`config.mk`:
```
export PLATFORM = sky130hd
export DESIGN_NAME = branch_exec_top
export DESIGN_NICKNAME = d
export VERILOG_FILES = /design/src/design/rv_branch_pkg.sv /design/src/design/redirect_if.sv /design/src/design/ex_operands_if.sv /design/src/design/branch_exec_top.sv /design/src/design/pc_unit.sv /design/src/design/branch_ctrl_unit.sv /design/src/design/branch_target_gen.sv /design/src/design/branch_alu.sv
export SDC_FILE = /design/constraint.sdc
export NUM_CORES = 1
export LEC_CHECK = 0
export ABC_AREA = 1
export BUFFER_PORTS_ARGS = -buffer_cell sky130_fd_sc_hd__buf_2
export CORE_MARGIN = 2
export CORE_UTILIZATION = 35
export DETAILED_ROUTE_END_ITERATION = 8
export GPL_ROUTABILITY_DRIVEN = 0
export MAX_ROUTING_LAYER = met4
export REMOVE_ABC_BUFFERS = 1
export SLEW_MARGIN = 20
export SYNTH_ARGS = -nofsm -noshare
export SYNTH_HDL_FRONTEND = slang
export SYNTH_SLANG_ARGS = --single-unit
```
`constraint.sdc`:
```
create_clock -name i_clk -period 3.9 [get_ports i_clk]
set_input_delay 0.585 -clock i_clk [delete_from_list [all_inputs] [get_ports i_clk]]
set_output_delay 0.585 -clock i_clk [all_outputs]
set_load 0.005 [all_outputs]
```
`src/design/rv_branch_pkg.sv`:
```
// RV32I branch resolution package
// Shared widths, field types, opcode and func3 codes, PC source codes
// and the fetch PC after reset
package rv_branch_pkg;

    // Data and address width
    localparam int XLEN = 32;

    // Operands, immediate, PCs, targets and link value
    typedef logic [XLEN-1:0] xlen_t;

    // Instruction fields
    typedef logic [6:0] opcode_t;   // Bits 6:0 of the instruction
    typedef logic [2:0] func3_t;    // Bits 14:12 of the instruction

    // Next PC selection
    typedef logic [1:0] pc_src_t;

    // PC source codes
    localparam pc_src_t PC_SRC_SEQ    = 2'b00;  // PC + 4
    localparam pc_src_t PC_SRC_BRANCH = 2'b01;  // Taken conditional branch
    localparam pc_src_t PC_SRC_JUMP   = 2'b10;  // JAL or JALR

    // Control transfer opcodes
    localparam opcode_t OPCODE_BRANCH = 7'b1100011;
    localparam opcode_t OPCODE_JAL    = 7'b1101111;
    localparam opcode_t OPCODE_JALR   = 7'b1100111;

    // Conditional branch func3 values
    localparam func3_t FUNC3_BEQ  = 3'b000;
    localparam func3_t FUNC3_BNE  = 3'b001;
    localparam func3_t FUNC3_BLT  = 3'b100;
    localparam func3_t FUNC3_BGE  = 3'b101;
    localparam func3_t FUNC3_BLTU = 3'b110;
    localparam func3_t FUNC3_BGEU = 3'b111;
    // 010 and 011 are unassigned for branches, never taken

    // Size of one instruction in bytes
    localparam xlen_t INSTR_BYTES = 32'd4;

    // Fetch PC after reset
    localparam xlen_t RESET_PC = 32'h0000_0000;

endpackage
```
`src/design/redirect_if.sv`:
```
// Redirect bundle into the PC unit
// Decision from the control unit plus the candidate targets and link
`timescale 1ns/1ps

interface redirect_if;

    rv_branch_pkg::pc_src_t pc_src;         // Next PC selection
    logic                   flush;          // Redirect this cycle
    rv_branch_pkg::xlen_t   branch_target;  // pc + imm
    rv_branch_pkg::xlen_t   jump_target;    // JAL or JALR target
    rv_branch_pkg::xlen_t   link;           // pc + 4 for rd

    // Driven by the branch control unit
    modport ctrl (
        output pc_src, flush
    );

    // Driven by the target generator
    modport tgt (
        output branch_target, jump_target, link
    );

    // PC unit consumes everything
    modport pc (
        input pc_src, flush, branch_target, jump_target, link
    );

endinterface

```
`src/design/ex_operands_if.sv`:
```
// Execute stage operand bundle
// Carries the decoded instruction fields to the compare ALU,
// the target generator and the branch control unit
`timescale 1ns/1ps

interface ex_operands_if;

    logic                 valid;   // Instruction present this cycle
    rv_branch_pkg::opcode_t opcode;
    rv_branch_pkg::func3_t  func3;
    rv_branch_pkg::xlen_t   rs1;     // First register operand
    rv_branch_pkg::xlen_t   rs2;     // Second register operand
    rv_branch_pkg::xlen_t   imm;     // Sign-extended immediate
    rv_branch_pkg::xlen_t   pc;      // PC of this instruction

    // Compare ALU side
    modport alu (
        input rs1, rs2, func3
    );

    // Target generator side
    modport tgt (
        input opcode, rs1, imm, pc
    );

    // Decision logic only needs the control fields
    modport ctrl (
        input valid, opcode, func3
    );

endinterface

```
`src/design/branch_exec_top.sv`:
```
// Branch execute top level
// Compare ALU, target generator, branch control and PC unit joined
// through the operand and redirect bundles, plain ports outside
`timescale 1ns/1ps

module branch_exec_top (
    input  logic                   i_clk,
    input  logic                   i_rst_n,

    // Decoded instruction
    input  logic                   i_valid,
    input  rv_branch_pkg::opcode_t i_opcode,
    input  rv_branch_pkg::func3_t  i_func3,
    input  rv_branch_pkg::xlen_t   i_rs1,
    input  rv_branch_pkg::xlen_t   i_rs2,
    input  rv_branch_pkg::xlen_t   i_imm,
    input  rv_branch_pkg::xlen_t   i_pc,

    // Registered results
    output rv_branch_pkg::xlen_t   o_pc,
    output logic                   o_flush,
    output rv_branch_pkg::xlen_t   o_link,
    output logic                   o_link_valid
);

    ex_operands_if ops_if ();
    redirect_if    rdr_if ();

    rv_branch_pkg::xlen_t alu_result;  // ALU to control unit
    logic                 alu_zero;

    // Fill the operand bundle from the ports
    assign ops_if.valid  = i_valid;
    assign ops_if.opcode = i_opcode;
    assign ops_if.func3  = i_func3;
    assign ops_if.rs1    = i_rs1;
    assign ops_if.rs2    = i_rs2;
    assign ops_if.imm    = i_imm;
    assign ops_if.pc     = i_pc;

    branch_alu branch_alu_i (
        .ops      (ops_if.alu),
        .o_result (alu_result),
        .o_zero   (alu_zero)
    );

    branch_target_gen branch_target_gen_i (
        .ops (ops_if.tgt),
        .rdr (rdr_if.tgt)
    );

    branch_ctrl_unit branch_ctrl_unit_i (
        .ops          (ops_if.ctrl),
        .i_alu_result (alu_result),
        .i_alu_zero   (alu_zero),
        .rdr          (rdr_if.ctrl)
    );

    // Only registered stage in the block
    pc_unit pc_unit_i (
        .i_clk        (i_clk),
        .i_rst_n      (i_rst_n),
        .i_valid      (i_valid),
        .rdr          (rdr_if.pc),
        .o_pc         (o_pc),
        .o_flush      (o_flush),
        .o_link       (o_link),
        .o_link_valid (o_link_valid)
    );

endmodule

```
`src/design/pc_unit.sv`:
```
// Fetch PC unit
// Holds the fetch PC, loads the redirect target, and registers
// the flush pulse and the link value for JAL/JALR
`timescale 1ns/1ps

module pc_unit (
    input  logic                 i_clk,
    input  logic                 i_rst_n,
    input  logic                 i_valid,      // Instruction present
    redirect_if.pc               rdr,
    output rv_branch_pkg::xlen_t o_pc,         // Fetch PC
    output logic                 o_flush,      // One cycle per redirect
    output rv_branch_pkg::xlen_t o_link,       // pc + 4 of last jump
    output logic                 o_link_valid
);

    logic is_jump;

    assign is_jump = i_valid && (rdr.pc_src == rv_branch_pkg::PC_SRC_JUMP);

    // Fetch PC, held on invalid cycles
    always_ff @(posedge i_clk) begin
        if (!i_rst_n) begin
            o_pc <= rv_branch_pkg::RESET_PC;
        end else if (i_valid) begin
            case (rdr.pc_src)
                rv_branch_pkg::PC_SRC_BRANCH: o_pc <= rdr.branch_target;
                rv_branch_pkg::PC_SRC_JUMP:   o_pc <= rdr.jump_target;
                default:                      o_pc <= o_pc + rv_branch_pkg::INSTR_BYTES;
            endcase
        end
    end

    // Flush and link strobes
    always_ff @(posedge i_clk) begin
        if (!i_rst_n) begin
            o_flush      <= 1'b0;
            o_link       <= '0;
            o_link_valid <= 1'b0;
        end else begin
            o_flush      <= i_valid && rdr.flush;  // Low after an idle cycle
            o_link_valid <= is_jump;
            if (is_jump) begin
                o_link <= rdr.link;  // Kept until the next jump
            end
        end
    end

endmodule

```
`src/design/branch_ctrl_unit.sv`:
```
// Branch control unit
// Picks the PC source from opcode, func3 and the ALU flags
// and raises flush on any redirect
`timescale 1ns/1ps

module branch_ctrl_unit (
    ex_operands_if.ctrl          ops,
    input  rv_branch_pkg::xlen_t i_alu_result,  // Bit 0 holds less-than
    input  logic                 i_alu_zero,    // Operands equal
    redirect_if.ctrl             rdr
);

    logic lt;     // Less-than from the ALU
    logic taken;  // Condition met for a branch

    assign lt = i_alu_result[0];

    // Condition per func3
    always_comb begin
        case (ops.func3)
            rv_branch_pkg::FUNC3_BEQ:  taken = i_alu_zero;
            rv_branch_pkg::FUNC3_BNE:  taken = !i_alu_zero;
            rv_branch_pkg::FUNC3_BLT:  taken = lt;
            rv_branch_pkg::FUNC3_BGE:  taken = !lt;
            rv_branch_pkg::FUNC3_BLTU: taken = lt;
            rv_branch_pkg::FUNC3_BGEU: taken = !lt;
            default:                   taken = 1'b0;  // 010, 011 never taken
        endcase
    end

    always_comb begin
        rdr.pc_src = rv_branch_pkg::PC_SRC_SEQ;  // Default PC + 4

        if (ops.valid) begin
            case (ops.opcode)
                rv_branch_pkg::OPCODE_BRANCH: begin
                    if (taken) begin
                        rdr.pc_src = rv_branch_pkg::PC_SRC_BRANCH;
                    end
                end
                rv_branch_pkg::OPCODE_JAL,
                rv_branch_pkg::OPCODE_JALR: begin
                    rdr.pc_src = rv_branch_pkg::PC_SRC_JUMP;  // Unconditional
                end
                default: begin
                    rdr.pc_src = rv_branch_pkg::PC_SRC_SEQ;
                end
            endcase
        end
    end

    // Any redirect kills the younger instructions
    assign rdr.flush = (rdr.pc_src != rv_branch_pkg::PC_SRC_SEQ);

endmodule

```
`src/design/branch_target_gen.sv`:
```
// Branch and jump target generator
// Forms pc + imm, the JAL/JALR jump target and the pc + 4 link value
`timescale 1ns/1ps

module branch_target_gen (
    ex_operands_if.tgt ops,
    redirect_if.tgt    rdr
);

    rv_branch_pkg::xlen_t pc_rel;    // pc + imm
    rv_branch_pkg::xlen_t reg_rel;   // rs1 + imm
    logic                 is_jalr;

    assign pc_rel  = ops.pc + ops.imm;
    assign reg_rel = ops.rs1 + ops.imm;

    assign is_jalr = (ops.opcode == rv_branch_pkg::OPCODE_JALR);

    // Conditional branches are always PC relative
    assign rdr.branch_target = pc_rel;

    // JALR drops bit 0 of the sum, JAL stays PC relative
    always_comb begin
        if (is_jalr) begin
            rdr.jump_target = {reg_rel[rv_branch_pkg::XLEN-1:1], 1'b0};
        end else begin
            rdr.jump_target = pc_rel;
        end
    end

    // Return address written to rd
    assign rdr.link = ops.pc + rv_branch_pkg::INSTR_BYTES;

endmodule

```
`src/design/branch_alu.sv`:
```
// Branch compare ALU
// One 33-bit subtraction gives the difference, the zero flag and
// both the signed and unsigned less-than results
`timescale 1ns/1ps

module branch_alu (
    ex_operands_if.alu           ops,
    output rv_branch_pkg::xlen_t o_result,  // Difference or less-than in bit 0
    output logic                 o_zero     // rs1 == rs2
);

    logic [rv_branch_pkg::XLEN:0] sub_ext;  // Borrow plus difference
    rv_branch_pkg::xlen_t         diff;
    logic                         lt_u;
    logic                         lt_s;
    logic                         sign_differs;

    // Zero-extend both operands so the top bit is the borrow
    assign sub_ext = {1'b0, ops.rs1} - {1'b0, ops.rs2};
    assign diff    = sub_ext[rv_branch_pkg::XLEN-1:0];

    assign o_zero = (diff == '0);

    // Borrow out means rs1 < rs2 unsigned
    assign lt_u = sub_ext[rv_branch_pkg::XLEN];

    // Opposite signs decide by rs1 sign alone, otherwise no overflow
    assign sign_differs = ops.rs1[rv_branch_pkg::XLEN-1] ^ ops.rs2[rv_branch_pkg::XLEN-1];
    assign lt_s = sign_differs ? ops.rs1[rv_branch_pkg::XLEN-1]
                               : diff[rv_branch_pkg::XLEN-1];

    always_comb begin
        case (ops.func3)
            rv_branch_pkg::FUNC3_BLT,
            rv_branch_pkg::FUNC3_BGE: begin
                o_result = {{(rv_branch_pkg::XLEN-1){1'b0}}, lt_s};  // Signed compare
            end
            rv_branch_pkg::FUNC3_BLTU,
            rv_branch_pkg::FUNC3_BGEU: begin
                o_result = {{(rv_branch_pkg::XLEN-1){1'b0}}, lt_u};  // Unsigned compare
            end
            default: begin
                o_result = diff;  // BEQ, BNE and the rest
            end
        endcase
    end

endmodule

```
# Word level (Yosys, flattened, before mapping)

Cells that the tools add are included.

Bits in registers: 66
Output and inout port bits: 66

Add/subtract/negate cells: 5
Equal/unequal tests: 10
Multiplexer cells: 8
Bitwise gates (word level): 1
Reductions and logical operators: 12

Operators by type and width:

| cell                                                 | count |
|---|---|
| adder 32 x 3 -> 32 bit (second input constant)       | 2 |
| adder 32 bit                                         | 2 |
| case mux 32 bit (2 select lines)                     | 1 |
| subtractor 32 x 32 -> 33 bit                         | 1 |
| logical NOT 32 bit                                   | 1 |
| two-way mux 32 bit                                   | 1 |
| equality test 7 bit (second input constant)          | 3 |
| equality test 3 bit (second input constant)          | 4 |
| OR reduction 2 bit                                   | 5 |
| case mux 1 bit (4 select lines)                      | 1 |
| case mux 2 bit (2 select lines)                      | 1 |
| equality test 3 x 1 -> 1 bit (second input constant) | 1 |
| logical NOT 3 bit                                    | 1 |
| equality test 2 x 1 -> 1 bit (second input constant) | 1 |
| equality test 2 bit (second input constant)          | 1 |
| logical AND 1 bit                                    | 2 |
| logical NOT 1 bit                                    | 2 |
| two-way mux 1 bit                                    | 2 |
| two-way mux 2 bit                                    | 1 |
| case mux 1 bit (2 select lines)                      | 1 |
| nonzero test 2 bit                                   | 1 |
| XOR 1 bit                                            | 1 |

# Logic depth before layout (Yosys ltp)

Depth in word-level cells: 10
Depth in mapped cells: 32
Gate-level depth less buffers: 31

# Cells and area by module

From an unflattened synthesis, not the netlist that was laid out.

Cells, all modules: 2345
Area total of the unflattened synthesis: 12336.8 um^2

By module, submodules not included:

| module            | instances | cells an instance | area an instance (um^2) | sequential area each (um^2) |
|---|---|---|---|---|
| branch_target_gen | 1         | 1202              | 5815.6                  | 0.0 |
| pc_unit           | 1         | 525               | 3559.7                  | 1321.3 |
| branch_alu        | 1         | 594               | 2861.5                  | 0.0 |
| branch_ctrl_unit  | 1         | 24                | 100.1                   | 0.0 |

# Worst setup path before layout

OpenSTA, ideal clock, no wires.

Path kind: in2reg
Start point: input i_rs2[2]
End point: register pc_unit_i.o_pc[10]
Setup time: 0.074 ns
Data arrival time: 3.799 ns
Required time: 3.826 ns
Path slack: 0.027 ns
Stages on the path: 29
Cell sequence: inv_1 -> ha_1 -> nand2_1 -> nor2_1 -> nand2_1 -> nand3_1 -> nand2_1 -> nand2_1 -> nand2_1 -> nand2_1 -> a21oi_1 -> fa_1 -> inv_1 -> nor2_1 -> nand2_1 -> nor2_1 -> nand3_1 -> nand2_1 -> nand3_1 -> nand2_1 -> ha_1 -> inv_1 -> nor2_1 -> clkbuf_1 -> buf_2 -> nand2_1 -> o22ai_1 -> nand2_1 -> a31oi_1

Cells in the longest elaborated chain, start to end: 10

RTL lines:

| element                                                                    | line                                           | RTL |
|---|---|---|
| start, declared                                                            | branch_exec_top.sv:15                          | `input rv_branch_pkg::xlen_t i_rs2,` |
| subtractor 32 x 32 -> 33 bit *                                             | branch_alu.sv:19                               | `assign sub_ext = {1'b0, ops.rs1} - {1'b0, ops.rs2};` |
| two-way mux 1 bit                                                          | branch_alu.sv:29                               | `assign lt_s = sign_differs ? ops.rs1[rv_branch_pkg::XLEN-1]` |
| case mux 1 bit (2 select lines)                                            | branch_alu.sv:33                               | `case (ops.func3)` |
| logical NOT 1 bit                                                          | branch_ctrl_unit.sv:24, branch_ctrl_unit.sv:26 |  |
| case mux 1 bit (4 select lines) *                                          | branch_ctrl_unit.sv:20                         | `case (ops.func3)` |
| two-way mux 1 bit *                                                        | branch_ctrl_unit.sv:37                         | `if (taken) begin` |
| case mux 2 bit (2 select lines) *                                          | branch_ctrl_unit.sv:35                         | `case (ops.opcode)` |
| two-way mux 2 bit *                                                        | branch_ctrl_unit.sv:34                         | `if (ops.valid) begin` |
| equality test 2 bit / equality test 2 x 1 -> 1 bit (equally long branches) | pc_unit.sv:26                                  | `case (rdr.pc_src)` |
| case mux 32 bit (2 select lines) *                                         | pc_unit.sv:26                                  |  |
| end signal, assigned                                                       | pc_unit.sv:27                                  | `rv_branch_pkg::PC_SRC_BRANCH: o_pc <= rdr.branch_target;` |
| end signal, assigned                                                       | pc_unit.sv:28                                  | `rv_branch_pkg::PC_SRC_JUMP: o_pc <= rdr.jump_target;` |
| end signal, assigned                                                       | pc_unit.sv:29                                  | `default: o_pc <= o_pc + rv_branch_pkg::INSTR_BYTES;` |
| end, declared                                                              | pc_unit.sv:11                                  | `output rv_branch_pkg::xlen_t o_pc,` |

Mark *: on every way between the ends. The rest lies on a longest branch, timed or not.
A chain may end at the register's enable or synchronous reset.

# Worst setup path after layout

Start point: input i_rs1[3]
End point: register pc_unit_i.o_pc[24]

Cells in the longest elaborated chain, start to end: 10

RTL lines:

| element                                                                    | line                                           | RTL |
|---|---|---|
| start, declared                                                            | branch_exec_top.sv:14                          | `input rv_branch_pkg::xlen_t i_rs1,` |
| subtractor 32 x 32 -> 33 bit                                               | branch_alu.sv:19                               |  |
| two-way mux 1 bit                                                          | branch_alu.sv:29                               |  |
| case mux 1 bit (2 select lines)                                            | branch_alu.sv:33                               |  |
| logical NOT 1 bit                                                          | branch_ctrl_unit.sv:24, branch_ctrl_unit.sv:26 |  |
| case mux 1 bit (4 select lines)                                            | branch_ctrl_unit.sv:20                         |  |
| two-way mux 1 bit                                                          | branch_ctrl_unit.sv:37                         |  |
| case mux 2 bit (2 select lines)                                            | branch_ctrl_unit.sv:35                         |  |
| two-way mux 2 bit                                                          | branch_ctrl_unit.sv:34                         |  |
| equality test 2 bit / equality test 2 x 1 -> 1 bit (equally long branches) | pc_unit.sv:26                                  |  |
| case mux 32 bit (2 select lines) *                                         | pc_unit.sv:26                                  |  |

Marked as above.

==> impl_metrics.py <==
metrics = {
    "status": {
        "outcome": "finished clean",
    },
    "worst_hold_path": {
        "hold_path_depth": 2,
        "min_path_type": "register to register",
    },
    "power_and_ir_drop": {
        "leakage_uw": 0.00757,
        "vdd_drop_max_uv": 229,
        "p_per_area_nw_per_um2": 214,
    },
    "setup_path": {
        "required_ns": 4.11,
        "endpoint": "pc_unit_i.o_pc[24]",
        "regToRegStartpoint": "pc_unit_i.o_pc[2]",
        "start_kind": "primary input",
        "worst-path-max-fanout": 5,
        "crit_top_cell": "nand2_4",
        "critPathCaptureType": "register",
        "reg2reg_setup_slack_ns": 1.62,
        "worstPathArrival_ns": 3.96,
        "critPathSlowestCell": "fa_1",
        "max_stage_delay_ns": 0.53,
        "reg2reg_depth": 14,
        "critPathKind": "primary input to register",
        "worstSetupStartpoint": "i_rs1[3]",
        "r2r-end": "pc_unit_i.o_pc[26]",
    },
    "clock_network": {
        "clock_path_buffers": 2,
        "clock_sinks": 66,
        "clk_pin_slew_ns": 0.06,
        "clk_latency_ns": 0.34,
        "cts_made_buffers": 9,
        "cts_tree": "built",
        "cts-root-buf": "clkbuf_16",
        "htree_num_levels": 3,
    },
    "yosys": {
        "syn-mean-instance-area_um2": 5.56,
        "ys_types": 54,
        "ys_ff_latch": 66,
        "synth.most_common_cell": "nand2_1",
        "syn-instance-count": 1922,
        "synth_top_cell_area_share_pct": 18.1,
        "syn-cell-area_um2": 10700,
        "yosys-top-cells-count": "515 x nand2_1, 328 x inv_1, 210 x nor2_1",
        "ys_top_cells_by_area": "nand2_1 18%, dfxtp_1 12%, inv_1 12%",
        "async_reset_ff_share_pct": 0,
        "synth_edf_count": 0,
        "yosys_warnings": 0,
        "synth_seq_area_share_pct": 12.4,
        "yosys.area.top_type": "nand2_1",
        "synthFlopType": "dfxtp_1",
    },
    "final_layout": {
        "final_nets": 2510,
        "final_util_pct": 47.8,
        "drive_above_1_share_pct": 23.2,
        "n_fill_cell": 3152,
        "final_area_um2": 14300,
        "post_layout_nonfiller_instances": 2663,
        "seq_area_um2": 1320,
        "multi_input_area_um2": 8530,
        "area_growth_pct": 33.7,
    },
    "routing": {
        "vias": 13700,
        "drtIter0Drc": 1262,
        "drt_wl_total_mm": 42.9,
        "drc_errors": 0,
        "routedWlPerCell_um": 16.1,
        "viasPerCell": 5.13,
        "final_antenna_net_count": 0,
        "firstDrtPassIters": 5,
    },
    "floorplanning": {
        "io_pins": 207,
        "fp.dieW_um": 179,
        "start_util_pct": 35.7,
        "core-area_um2": 29900,
        "rows": 63,
        "dieHeight_um": 179,
        "die_area_um2": 31900,
    },
    "placed_design": {
        "dpl_cell_area_um2": 13200,
        "port_buffers": 206,
        "dp.cells": 2632,
        "dp_hpwl_mm": 35.5,
        "place_ws_ns": -0.580,
    },
    "timing": {
        "slew_headroom_pct": 43.2,
        "clock_skew_ns": 0.00832,
        "grt_setup_unrepaired": "true",
        "worstMarginPinSlew_ns": 0.844,
        "worst_slack_ns": 0.146,
        "max_freq_ghz": 0.266,
        "final-hold-violation-count": 0,
        "fin_tns_setup_ns": 0,
        "period_needed_ns": 3.75,
        "drv_slew": 0,
        "setup_viol": 0,
        "fin_crit_sh_pct": 96.3,
    },
    "global_routing": {
        "grt_max_degree": 39,
        "grt_overflow": 0,
        "grt_pass1_wl_mm": 64.1,
        "grt_pass1_vias": 12400,
        "grt_antenna_before_repair": 1,
        "track_usage_pct": 26.6,
    },
    "job": {
        "max_cap_viol_count": 0,
    },
}
## area by class of cell
type / instances / area share [%]
sequential: 66 / 9.25
inverter: 332 / 8.75
timing repair buffer: 365 / 16.7
antenna: 1 / 0.0175
multi-input combinational: 1494 / 59.8
clock inverter: 2 / 0.245
tap: 390 / 3.42
clock buffer: 13 / 1.89
## power by group
group / total [µW] / internal [µW] / switching, µW / leakage (µW)
logic: 1490 / 593 / 898 / 0.00689
clock network: 847 / 543 / 304 / 0.000152
registers: 714 / 692 / 22.5 / 0.000536
## how the worst min path moves through the flow
stage               slack (ns)                    to                  from
floorplan                 0.47     pc_unit_i.o_pc[5]     pc_unit_i.o_pc[5]
global placement          0.45   pc_unit_i.o_link[1]   pc_unit_i.o_link[1]
detailed placement        0.47   pc_unit_i.o_link[1]   pc_unit_i.o_link[1]
CTS                       0.48   pc_unit_i.o_link[1]   pc_unit_i.o_link[1]
global route              0.51  pc_unit_i.o_link[15]  pc_unit_i.o_link[15]
finish                    0.47   pc_unit_i.o_link[1]   pc_unit_i.o_link[1]
## cell usage in the layout, fill, tap and decap left out, types with 11 or more instances in the layout
cell / count
nand2_1: 476
inv_1: 308
nor2_1: 198
buf_2: 195
a21oi_1: 152
buf_4: 151
o21ai_0: 133
nand3_1: 108
ha_1: 75
dfxtp_1: 66
xor2_1: 38
nand2_2: 34
nor3_1: 33
nand4_1: 28
inv_2: 22
ha_4: 22
o211ai_1: 15
o21ai_1: 14
nor4_1: 12
xnor2_1: 12
buf_6: 11
## through the flow
| step | total power, µW | hold WS (ns) |
|---|---|---|
| CTS | 2930 | 0.479 |
| floorplan | 1530 | 0.475 |
| global route | 3260 | 0.507 |
| global placement | 2060 | 0.454 |
| detailed placement | 2070 | 0.467 |
| finish | 3050 | 0.474 |
## state kept, by name, summed over array words and instances, names as in the netlist
register / count
pc_unit_i.o_link: 32
pc_unit_i.o_pc: 32
pc_unit_i.o_flush: 1
pc_unit_i.o_link_valid: 1
## worst max-delay path, delay by kind of cell
kind                       cells  cell delay [ns]
buffers and inverters          4             0.39
AOI/OAI and AO/OA              5             0.48
adders and majority gates      3             0.97
and+or+nand+nor               17             1.51
## repair_timing
item / 4_1_cts / 5_1_grt
pin swaps: 4 / 54
cloned: 0 / 2
resized for setup: 16 / 149
buffers inserted: 1 / 12
hold buffers: 0 / 0
endpoints found under the setup margin: 31 / 56
## routing by layer
metal / global-route usage (%) / vias up / routed length [µm]
li1: - / 6969 / -
met1: 35.3 / 6040 / 19200
met2: 41.3 / 584 / 18500
met3: 5.36 / 75 / 4110
met4: 6.91 / 0 / 1050
met5: - / - / 0
## kinds of logic after synthesis
logic type / count (synthesis) / share of synthesized area, %
XOR/XNOR: 50 / 4.10
flip-flops: 66 / 12.4
adder cells (fa/ha/maj): 101 / 12.0
AO/OA/AOI/OAI: 385 / 19.9
AND/OR/NAND/NOR: 958 / 38.6
buffers and inverters: 362 / 13.0
Note: power is estimated with default switching activity, not from simulation.
